`src/design/ob_pkg.sv`:
```
`default_nettype none

package ob_pkg;

  // Number of resting orders held in the table
  localparam int TABLE_N = 16;

  // Four packed BCD digits
  // Unsigned compare of the raw bits follows numeric order
  typedef logic [15:0] price_t;

  // Quantity of a single order
  typedef logic [9:0] quantity_t;

  // Running total over the table
  // 14 bits hold TABLE_N orders of the largest quantity (16 x 1023)
  typedef logic [13:0] accum_quantity_t;

endpackage

`default_nettype wire

```
`src/design/cnt_pkg.sv`:
```
`default_nettype none

package cnt_pkg;

  import ob_pkg::*;

  // Inputs into the carry-save tree
  localparam int CSA_DEGREE_N = 8;

  // Two tree inputs are taken by the sum and carry accumulators
  localparam int LANE_N = CSA_DEGREE_N - 2;

  // Rounds needed to cover every table entry
  localparam int ROUND_N = (TABLE_N + LANE_N - 1) / LANE_N;

  // Control states of the counter
  typedef enum logic [1:0] {
    IDLE,
    ACCUM,
    WAIT0,
    WAIT1
  } fsm_state_t;

endpackage

`default_nettype wire

```
`src/design/ob_count_fsm.sv`:
```
`timescale 1ns/1ps
`default_nettype none

module ob_count_fsm import ob_pkg::*; import cnt_pkg::*; (
  input  wire logic            clk,
  input  wire logic            reset,
  input  wire logic            cmd_vld,
  input  wire price_t          cmd_price,
  input  wire quantity_t       cmd_quantity,
  input  wire logic            round_first,
  input  wire logic            round_last,
  output logic                 busy,
  output logic                 rsp_vld,
  output logic                 round_start,
  output logic                 round_step,
  output logic                 lane_load,
  output logic                 acc_init,
  output logic                 acc_upt,
  output price_t               ctx_price,
  output accum_quantity_t      ctx_quantity
);

  fsm_state_t state;
  fsm_state_t state_nxt;
  // Command captured, scan starts next cycle
  logic       cmd_pend;
  logic       accept;

  // Only a fresh command in IDLE is taken
  assign accept = cmd_vld && (state == IDLE) && !cmd_pend;

  always_comb begin
    state_nxt   = state;
    round_start = 1'b0;
    round_step  = 1'b0;
    lane_load   = 1'b0;
    acc_init    = 1'b0;
    acc_upt     = 1'b0;
    case (state)
      IDLE: begin
        // Clear totals and point at round 0
        if (cmd_pend) begin
          acc_init    = 1'b1;
          round_start = 1'b1;
          state_nxt   = ACCUM;
        end
      end
      ACCUM: begin
        lane_load  = 1'b1;
        round_step = 1'b1;
        // Lane register not yet loaded in the first round
        acc_upt    = !round_first;
        if (round_last) begin
          state_nxt = WAIT0;
        end
      end
      WAIT0: begin
        // Fold in the last round
        acc_upt   = 1'b1;
        state_nxt = WAIT1;
      end
      WAIT1: begin
        state_nxt = IDLE;
      end
      default: begin
        state_nxt = IDLE;
      end
    endcase
  end

  always_ff @(posedge clk) begin
    if (reset) begin
      state    <= IDLE;
      cmd_pend <= 1'b0;
      busy     <= 1'b0;
      rsp_vld  <= 1'b0;
    end else begin
      state    <= state_nxt;
      cmd_pend <= accept;
      // Flops track the next state so they match the state register
      busy     <= (state_nxt != IDLE);
      rsp_vld  <= (state_nxt == WAIT1);
    end
  end

  // Command context, held for the whole scan
  always_ff @(posedge clk) begin
    if (accept) begin
      ctx_price    <= cmd_price;
      ctx_quantity <= accum_quantity_t'(cmd_quantity);
    end
  end

endmodule

`default_nettype wire

```
`src/design/ob_round_counter.sv`:
```
`timescale 1ns/1ps
`default_nettype none

module ob_round_counter import cnt_pkg::*; (
  input  wire logic         clk,
  input  wire logic         reset,
  input  wire logic         round_start,
  input  wire logic         round_step,
  output logic [ROUND_N-1:0] round_sel,
  output logic              round_first,
  output logic              round_last
);

  // One-hot pointer, bit r selects round r
  always_ff @(posedge clk) begin
    if (reset) begin
      round_sel <= '0;
    end else if (round_start) begin
      round_sel <= ROUND_N'(1);
    end else if (round_step) begin
      // Last bit shifts out, pointer goes empty
      round_sel <= round_sel << 1;
    end
  end

  assign round_first = round_sel[0];
  assign round_last  = round_sel[ROUND_N-1];

endmodule

`default_nettype wire

```
`src/design/ob_lane_select.sv`:
```
`timescale 1ns/1ps
`default_nettype none

module ob_lane_select import ob_pkg::*; import cnt_pkg::*; (
  input  wire logic                       clk,
  input  wire price_t    [TABLE_N-1:0]    tbl_price,
  input  wire quantity_t [TABLE_N-1:0]    tbl_quantity,
  input  wire logic      [TABLE_N-1:0]    tbl_vld,
  input  wire price_t                     ctx_price,
  input  wire logic      [ROUND_N-1:0]    round_sel,
  input  wire logic                       lane_load,
  output quantity_t      [LANE_N-1:0]     lane_quantity
);

  quantity_t [LANE_N-1:0] lane_next;

  for (genvar l = 0; l < LANE_N; l++) begin : g_lane
    // Candidate of this lane in every round
    quantity_t [ROUND_N-1:0] cand;
    quantity_t               lane_mux;

    for (genvar r = 0; r < ROUND_N; r++) begin : g_round
      // Entries are dealt from the top of the table down
      localparam int SLOT = r * LANE_N + l;
      if (SLOT < TABLE_N) begin : g_entry
        localparam int IDX = TABLE_N - 1 - SLOT;
        // Ask side, command price at or above the resting price
        assign cand[r] = (tbl_vld[IDX] && (ctx_price >= tbl_price[IDX])) ?
                         tbl_quantity[IDX] : '0;
      end else begin : g_pad
        // Past the table end
        assign cand[r] = '0;
      end
    end

    // AND-OR mux on the one-hot round pointer
    always_comb begin
      lane_mux = '0;
      for (int r = 0; r < ROUND_N; r++) begin
        if (round_sel[r]) begin
          lane_mux = lane_mux | cand[r];
        end
      end
    end

    assign lane_next[l] = lane_mux;
  end

  // Lane register feeding the carry-save tree
  always_ff @(posedge clk) begin
    if (lane_load) begin
      lane_quantity <= lane_next;
    end
  end

endmodule

`default_nettype wire

```
`src/design/ob_csa_accum.sv`:
```
`timescale 1ns/1ps
`default_nettype none

module ob_csa_accum import ob_pkg::*; import cnt_pkg::*; (
  input  wire logic                    clk,
  input  wire logic                    reset,
  input  wire quantity_t [LANE_N-1:0]  lane_quantity,
  input  wire logic                    acc_init,
  input  wire logic                    acc_upt,
  input  wire accum_quantity_t         ctx_quantity,
  output accum_quantity_t              rsp_quantity,
  output logic                         rsp_attained
);

  accum_quantity_t [CSA_DEGREE_N-1:0] csa_x;
  accum_quantity_t                    csa_s;
  accum_quantity_t                    csa_c;
  accum_quantity_t                    acc_s;
  accum_quantity_t                    acc_c;

  // 3:2 compressor, carry weighted one bit up
  function automatic void csa32(input accum_quantity_t a, input accum_quantity_t b,
                                input accum_quantity_t c, output accum_quantity_t s,
                                output accum_quantity_t co);
    s  = a ^ b ^ c;
    co = ((a & b) | (a & c) | (b & c)) << 1;
  endfunction

  // Lanes first, then the running sum and carry
  always_comb begin
    for (int i = 0; i < LANE_N; i++) begin
      csa_x[i] = accum_quantity_t'(lane_quantity[i]);
    end
    csa_x[CSA_DEGREE_N-2] = acc_s;
    csa_x[CSA_DEGREE_N-1] = acc_c;
  end

  // Eight inputs down to two in four levels
  always_comb begin
    accum_quantity_t [5:0] s;
    accum_quantity_t [5:0] c;
    // Level 1, 8 -> 6
    csa32(csa_x[0], csa_x[1], csa_x[2], s[0], c[0]);
    csa32(csa_x[3], csa_x[4], csa_x[5], s[1], c[1]);
    // Level 2, 6 -> 4
    csa32(s[0], c[0], s[1], s[2], c[2]);
    csa32(c[1], csa_x[6], csa_x[7], s[3], c[3]);
    // Level 3, 4 -> 3
    csa32(s[2], c[2], s[3], s[4], c[4]);
    // Level 4, 3 -> 2
    csa32(s[4], c[4], c[3], s[5], c[5]);
    csa_s = s[5];
    csa_c = c[5];
  end

  always_ff @(posedge clk) begin
    if (reset || acc_init) begin
      acc_s <= '0;
      acc_c <= '0;
    end else if (acc_upt) begin
      acc_s <= csa_s;
      acc_c <= csa_c;
    end
  end

  // Single carry-propagate add at the end
  assign rsp_quantity = acc_s + acc_c;
  assign rsp_attained = (rsp_quantity >= ctx_quantity);

endmodule

`default_nettype wire

```
`src/design/ob_table_count.sv`:
```
`timescale 1ns/1ps
`default_nettype none

module ob_table_count import ob_pkg::*; import cnt_pkg::*; (
  input  wire logic                      clk,
  input  wire logic                      reset,
  input  wire logic                      cmd_vld,
  input  wire price_t                    cmd_price,
  input  wire quantity_t                 cmd_quantity,
  input  wire price_t    [TABLE_N-1:0]   tbl_price,
  input  wire quantity_t [TABLE_N-1:0]   tbl_quantity,
  input  wire logic      [TABLE_N-1:0]   tbl_vld,
  output logic                           busy,
  output logic                           rsp_vld,
  output accum_quantity_t                rsp_quantity,
  output logic                           rsp_attained
);

  // FSM to round counter
  logic                   round_start;
  logic                   round_step;
  logic                   round_first;
  logic                   round_last;
  logic [ROUND_N-1:0]     round_sel;

  // FSM to datapath
  logic                   lane_load;
  logic                   acc_init;
  logic                   acc_upt;
  price_t                 ctx_price;
  accum_quantity_t        ctx_quantity;

  quantity_t [LANE_N-1:0] lane_quantity;

  ob_count_fsm u_fsm (
    .clk          (clk),
    .reset        (reset),
    .cmd_vld      (cmd_vld),
    .cmd_price    (cmd_price),
    .cmd_quantity (cmd_quantity),
    .round_first  (round_first),
    .round_last   (round_last),
    .busy         (busy),
    .rsp_vld      (rsp_vld),
    .round_start  (round_start),
    .round_step   (round_step),
    .lane_load    (lane_load),
    .acc_init     (acc_init),
    .acc_upt      (acc_upt),
    .ctx_price    (ctx_price),
    .ctx_quantity (ctx_quantity)
  );

  ob_round_counter u_round (
    .clk         (clk),
    .reset       (reset),
    .round_start (round_start),
    .round_step  (round_step),
    .round_sel   (round_sel),
    .round_first (round_first),
    .round_last  (round_last)
  );

  ob_lane_select u_lanes (
    .clk           (clk),
    .tbl_price     (tbl_price),
    .tbl_quantity  (tbl_quantity),
    .tbl_vld       (tbl_vld),
    .ctx_price     (ctx_price),
    .round_sel     (round_sel),
    .lane_load     (lane_load),
    .lane_quantity (lane_quantity)
  );

  ob_csa_accum u_accum (
    .clk           (clk),
    .reset         (reset),
    .lane_quantity (lane_quantity),
    .acc_init      (acc_init),
    .acc_upt       (acc_upt),
    .ctx_quantity  (ctx_quantity),
    .rsp_quantity  (rsp_quantity),
    .rsp_attained  (rsp_attained)
  );

endmodule

`default_nettype wire

```
`config.mk`:
```
export PLATFORM = sky130hd
export DESIGN_NAME = ob_table_count
export DESIGN_NICKNAME = d
export VERILOG_FILES = /design/src/design/ob_pkg.sv /design/src/design/cnt_pkg.sv /design/src/design/ob_count_fsm.sv /design/src/design/ob_round_counter.sv /design/src/design/ob_lane_select.sv /design/src/design/ob_csa_accum.sv /design/src/design/ob_table_count.sv
export SDC_FILE = /design/constraint.sdc
export NUM_CORES = 1
export LEC_CHECK = 0
export BUFFER_PORTS_ARGS = -buffer_cell sky130_fd_sc_hd__buf_2
export CAP_MARGIN = 15
export CORE_AREA = 2 2 187 189
export DETAILED_ROUTE_END_ITERATION = 8
export DIE_AREA = 0 0 189 191
export PLACE_DENSITY = 0.65
export SYNTH_ARGS = -nofsm -noshare
export SYNTH_HDL_FRONTEND = slang
export SYNTH_SLANG_ARGS = --single-unit
```
`constraint.sdc`:
```
create_clock -name clk -period 4.7 [get_ports clk]
set_input_delay 0.94 -clock clk [delete_from_list [all_inputs] [get_ports clk]]
set_output_delay 0.94 -clock clk [all_outputs]
set_load 0.005 [all_outputs]
```
[Word level (Yosys, flattened, before mapping)]
Index checks and enable logic that the tools add are counted.
Cells by class
  add/subtract/negate cells: 1
  $lt $le $gt $ge: 17
  eq/ne operators: 4
  multiplexer cells: 41
  bitwise logic cells: 52
  reduce and logical (&&, ||, !) cells: 25
Operators with widths (number)
  $mux 10: 32
  $ge 16x16->1: 16
  $and 13x13->13: 12
  $or 13x13->13: 10
  $xor 14x14->14: 8
  $or 10x10->10: 10
  $and 10x10->10: 6
  $xor 10x10->10: 4
  $or 13x10->13: 2
  $logic_and 1x1->1: 18
  $add 14x14->14: 1
  $ge 14x10->1: 1
  $pmux 2 s4: 1
  $eq 2x2->1 const B: 3
  $mux 1: 5
  $mux 2: 2
  $reduce_bool 2->1: 2
  $eq 2x1->1 const B: 1
  $logic_not 1->1: 2
  $logic_not 2->1: 1
  $pmux 1 s2: 1
  $reduce_or 2->1: 1
  $logic_or 1x1->1: 1
Storage, ports and cells
  register bits after elaboration: 121
  input bits: 461
  output and inout bits: 17
  word-level logic and storage cells: 156

[Depth between registers and ports, before layout]
  depth in word-level cells: 12
  gate-level depth with buffers: 13
  depth with buffers taken out: 13

[By module]
A second synthesis with hierarchy kept.
Unflattened totals
  cell total of the unflattened synthesis: 1505
  area, all modules: 13665.6 µm²
Modules (own cells, without submodules)
  ob_lane_select: instances 1, cells each 1092, area each 9165.0 µm²
  ob_csa_accum: instances 1, cells each 340, area each 3293.2 µm²
  ob_count_fsm: instances 1, cells each 61, area each 1087.3 µm²
  ob_round_counter: instances 1, cells each 12, area each 120.1 µm²

[Worst setup path before layout]
OpenSTA, ideal clock, no wires.
  kind: register to output
  start: reg u_accum.acc_c[2]
  end: out rsp_attained
  arrival time: 2806 ps
  required time: 3760 ps
  slack: 954 ps
  stages on the path, launching flop included: 14
  path buffers: 0
  cell sequence: dfxtp_1 > ha_1 > fa_1 > a211oi_2 > o21bai_1 > a21oi_1 > xnor2_1 > ha_1 > a21o_1 > a21oi_1 > o21ai_0 > a21oi_1 > nand3_1 > or4_1
On the way
  cells in the longest elaborated chain, start to end: 2
RTL lines
  start, declared: line ob_csa_accum.sv:19  | accum_quantity_t acc_c;
  start signal, assigned: line ob_csa_accum.sv:62  | acc_c <= csa_c;
  $add 14x14->14: line ob_csa_accum.sv:67  | assign rsp_quantity = acc_s + acc_c;
  named net rsp_quantity[8]: line ob_table_count.sv:15  | output accum_quantity_t rsp_quantity,
  $ge 14x10->1: line ob_csa_accum.sv:68  | assign rsp_attained = (rsp_quantity >= ctx_quantity);
  end, declared: line ob_table_count.sv:16  | output logic rsp_attained
The timed path passes the listed nets, and every way through them passes these cells.

[Worst setup path in the final report]
  start: reg u_accum.acc_c[2]
  end: out rsp_attained
On the way
  cells in the longest elaborated chain, start to end: 2
RTL lines (line)
  $add 14x14->14: ob_csa_accum.sv:67
  $ge 14x10->1: ob_csa_accum.sv:68
Every way passes these cells.

==> out/qor.yml <==
first_global_vias: 13200
min_period_ps: 4430
syn2layout_area_growth_pct: 28.3
dp_hpwl_mm: 40.4
grt_pass1_wl_mm: 71.7
cts.sinks: 120
synth_top_family_by_area: "adder cells"
synth_commonest_cells: "374 x inv_1, 286 x ha_1, 108 x a21oi_1"
root_buffer: "clkbuf_16"
place_area_sq_um: 16300
slew_viol_final: 0
peakVddDrop_mv: 0.259
start_kind: "flop"
grt.total_usage_pct: 26.3
worst-path-max-fanout: 3
cts_hold_buffers: 0
routed_wirelength_mm: 47.9
cts_buffer_depth: 2
avgViaCountPerCell: 5.15
netlist_area_sq_um: 13300
antenna_found_initial: 12
cpMostUsedCell: "a21oi_1"
fin_ws_ps: 273
grt_max_degree: 66
finalSetupViolations: 0
io_buffers: 477
remaining_drc_errors: 0
overflow: 0
hold_class: "flop to flop"
synth.most_common_cell: "inv_1"
cts_max_level: 4
crit_slowest_cell: "or4_1"
yosysTopAreaCellShare_pct: 27.0
synth_adder_area_share_pct: 36.0
cp.arrival_ps: 3490
slowest_delay_ps: 390
syn_inst: 1487
crit_chain: "ha_2 -> fa_2 -> a211oi_2 -> o21bai_1 -> a21oi_1 -> xnor2_1 -> ha_1 -> a21o_1 -> a21oi_2 -> o21ai_0 -> a21oi_1 -> nand3_1 -> or4_1 -> buf_2"
synth_compound_area_share_pct: 19.9
synthMuxAreaShare_pct: 0.151
cap_violations: 0
preCtsSetupSlack_ps: 629
setup_tns_ps: 0
critical_path.top_delay_family: "compound AO/OA/AOI/OAI gates"
async_flop_share_pct: 0
cts_tree: "done"
relSlewSlack_pct: 32.2
gp_congestion: 0.941
final-seq-area_sq_um: 3260
cp.required_ps: 3760
rsz0062_at_grt: "false"
outcome: "completed"
fmax_mhz: 226
syn_nets: 2294
ys_ff_latch: 120
synth_simple_gate_area_share_pct: 7.62
rows: 68
ioPinCount: 478
cp_num_buf_inv: 1
die_x_um: 189
finalHoldWorstSlack_ps: 463
worstSetupPathType: "flop to primary output"
syn_area_per_cell_sq_um: 8.92
die_y_um: 191
powerDensity_nw_per_um2: 274
synth_area_leaders: "ha_1 27%, edfxtp_1 19%, inv_1 11%, fa_1 9.1%, dfxtp_1 5.1%"
yosys.area.top_type: "ha_1"
worst_pin_slew_ps: 1020
start_util_pct: 38.9
clk_latency_ps: 430
finalCritPeriodShare_pct: 94.2
firstDrtPassIters: 7
ys.flop_type: "edfxtp_1"
multi_input_area_sq_um: 8570
synth_edf_count: 86
drive_above_1_share_pct: 27.4
cts_made_buffers: 17
synth_xor_area_share_pct: 0.726
vias: 12700
nFillCells: 3251
nNetsFinal: 2801
cts.clk_slew.worst_paths_ps: 60
core-area_sq_um: 34100
end_kind: "primary output"
ant_nets: 0
drt_iter0_drc: 597
design_area_sq_um: 17000
hold_viol: 0
wl_per_cell_um: 19.4
leakage_nw: 9.15
ys_seq_area_share_pct: 24.6
clock_skew_ps: 17.1
ys.warnings.count: 0
synth_cell_types: 46
dieArea_sq_um: 36100
layout make-up:
type                            instances  area share [%]
Antenna cell                            9           0.132
Tap cell                              455            3.35
Multi-Input combinational cell        980            50.3
Clock inverter                         12           0.809
Inverter                              374            8.25
Timing Repair Buffer                  501            15.1
Sequential cell                       120            19.2
Clock buffer                           20            2.81
sequential cells by signal, summed over array words and instances, names as in the netlist:
signal                 cells
u_fsm.cmd_pend             1
u_round.round_sel          3
u_fsm.ctx_price           16
u_fsm.busy                 1
u_lanes.lane_quantity     60
u_fsm.ctx_quantity        10
u_fsm.rsp_vld              1
u_accum.acc_c             12
u_accum.acc_s             14
u_fsm.state                2
placed cells by master, fill, tap and decap left out, types with 23 or more instances in the layout:
cell      netlist  layout
buf_2           3     477
inv_1         374     374
ha_1          286     284
a21oi_1       108     107
nand2_1        93      93
edfxtp_1       86      86
o21ai_0        61      61
fa_1           60      59
a22oi_1        40      40
nor2_1         40      39
a21o_1         37      37
dfxtp_1        34      34
nand4_1        32      32
o21ai_1        26      26
buf_4           2      23
metal layers:
layer	vias up	share of wire [%]	track usage [%]
li1	6196	-	-
met1	5997	41	30.9
met2	434	50	47.8
met3	86	5.5	5.05
met4	6	3.5	9.34
met5	-	0.069	0
where the power goes:
part	leakage, nW	internal [mW]	switching, mW
clock	0.289	0.846	0.531
sequential	1.10	1.27	0.136
combinational	7.77	0.833	1.05
repair_timing:
item,CTS,global route
gates resized for setup,0,3
setup buffers,0,1
endpoints found under the setup margin,0,1
worst reg2reg max path: cells and delay by family (launching register included):
kind            cells  cell delay, ps
compound gates      3            1120
simple gates        2             730
flops               1             780
fa+ha+maj           1             520
path summary, 6_finish.rpt:
kind	cells after the start	startpoint	slack (ps)	endpoint
worst max-delay path	14	u_accum.acc_c[2]$_SDFFE_PP0P_	270	rsp_attained
worst max register to register	6	u_fsm.ctx_price[15]$_DFFE_PP_	1280	u_lanes.lane_quantity[15]$_DFFE_PP_
worst min-delay path	2	u_accum.acc_c[11]$_SDFFE_PP0P_	460	u_accum.acc_c[11]$_SDFFE_PP0P_
worst min register to register	2	u_accum.acc_c[11]$_SDFFE_PP0P_	460	u_accum.acc_c[11]$_SDFFE_PP0P_
per-stage QoR:
stage / power (mW) / utilization, % / cells
detailed placement: 3.32 / 47.9 / 2428
global route: 5.07 / 49.9 / 2469
CTS: 4.72 / 49.7 / 2460
floorplan: 2.60 / - / 1487
global placement: 3.24 / 47.9 / 2428
finish: 4.66 / 49.9 / 2471
kinds of logic (layout without fill, tap and decap cells):
| family | count (synthesis) | after routing |
|---|---|---|
| buffers and inverters | 387 | 907 |
| AOI/OAI and AO/OA | 405 | 405 |
| other | 0 | 9 |
| muxes | 2 | 2 |
| DFF | 120 | 120 |
| adders and majority gates | 346 | 346 |
| xor gates and xnor gates | 11 | 11 |
| and+or+nand+nor | 216 | 216 |
(Power assumes the default switching activity.)
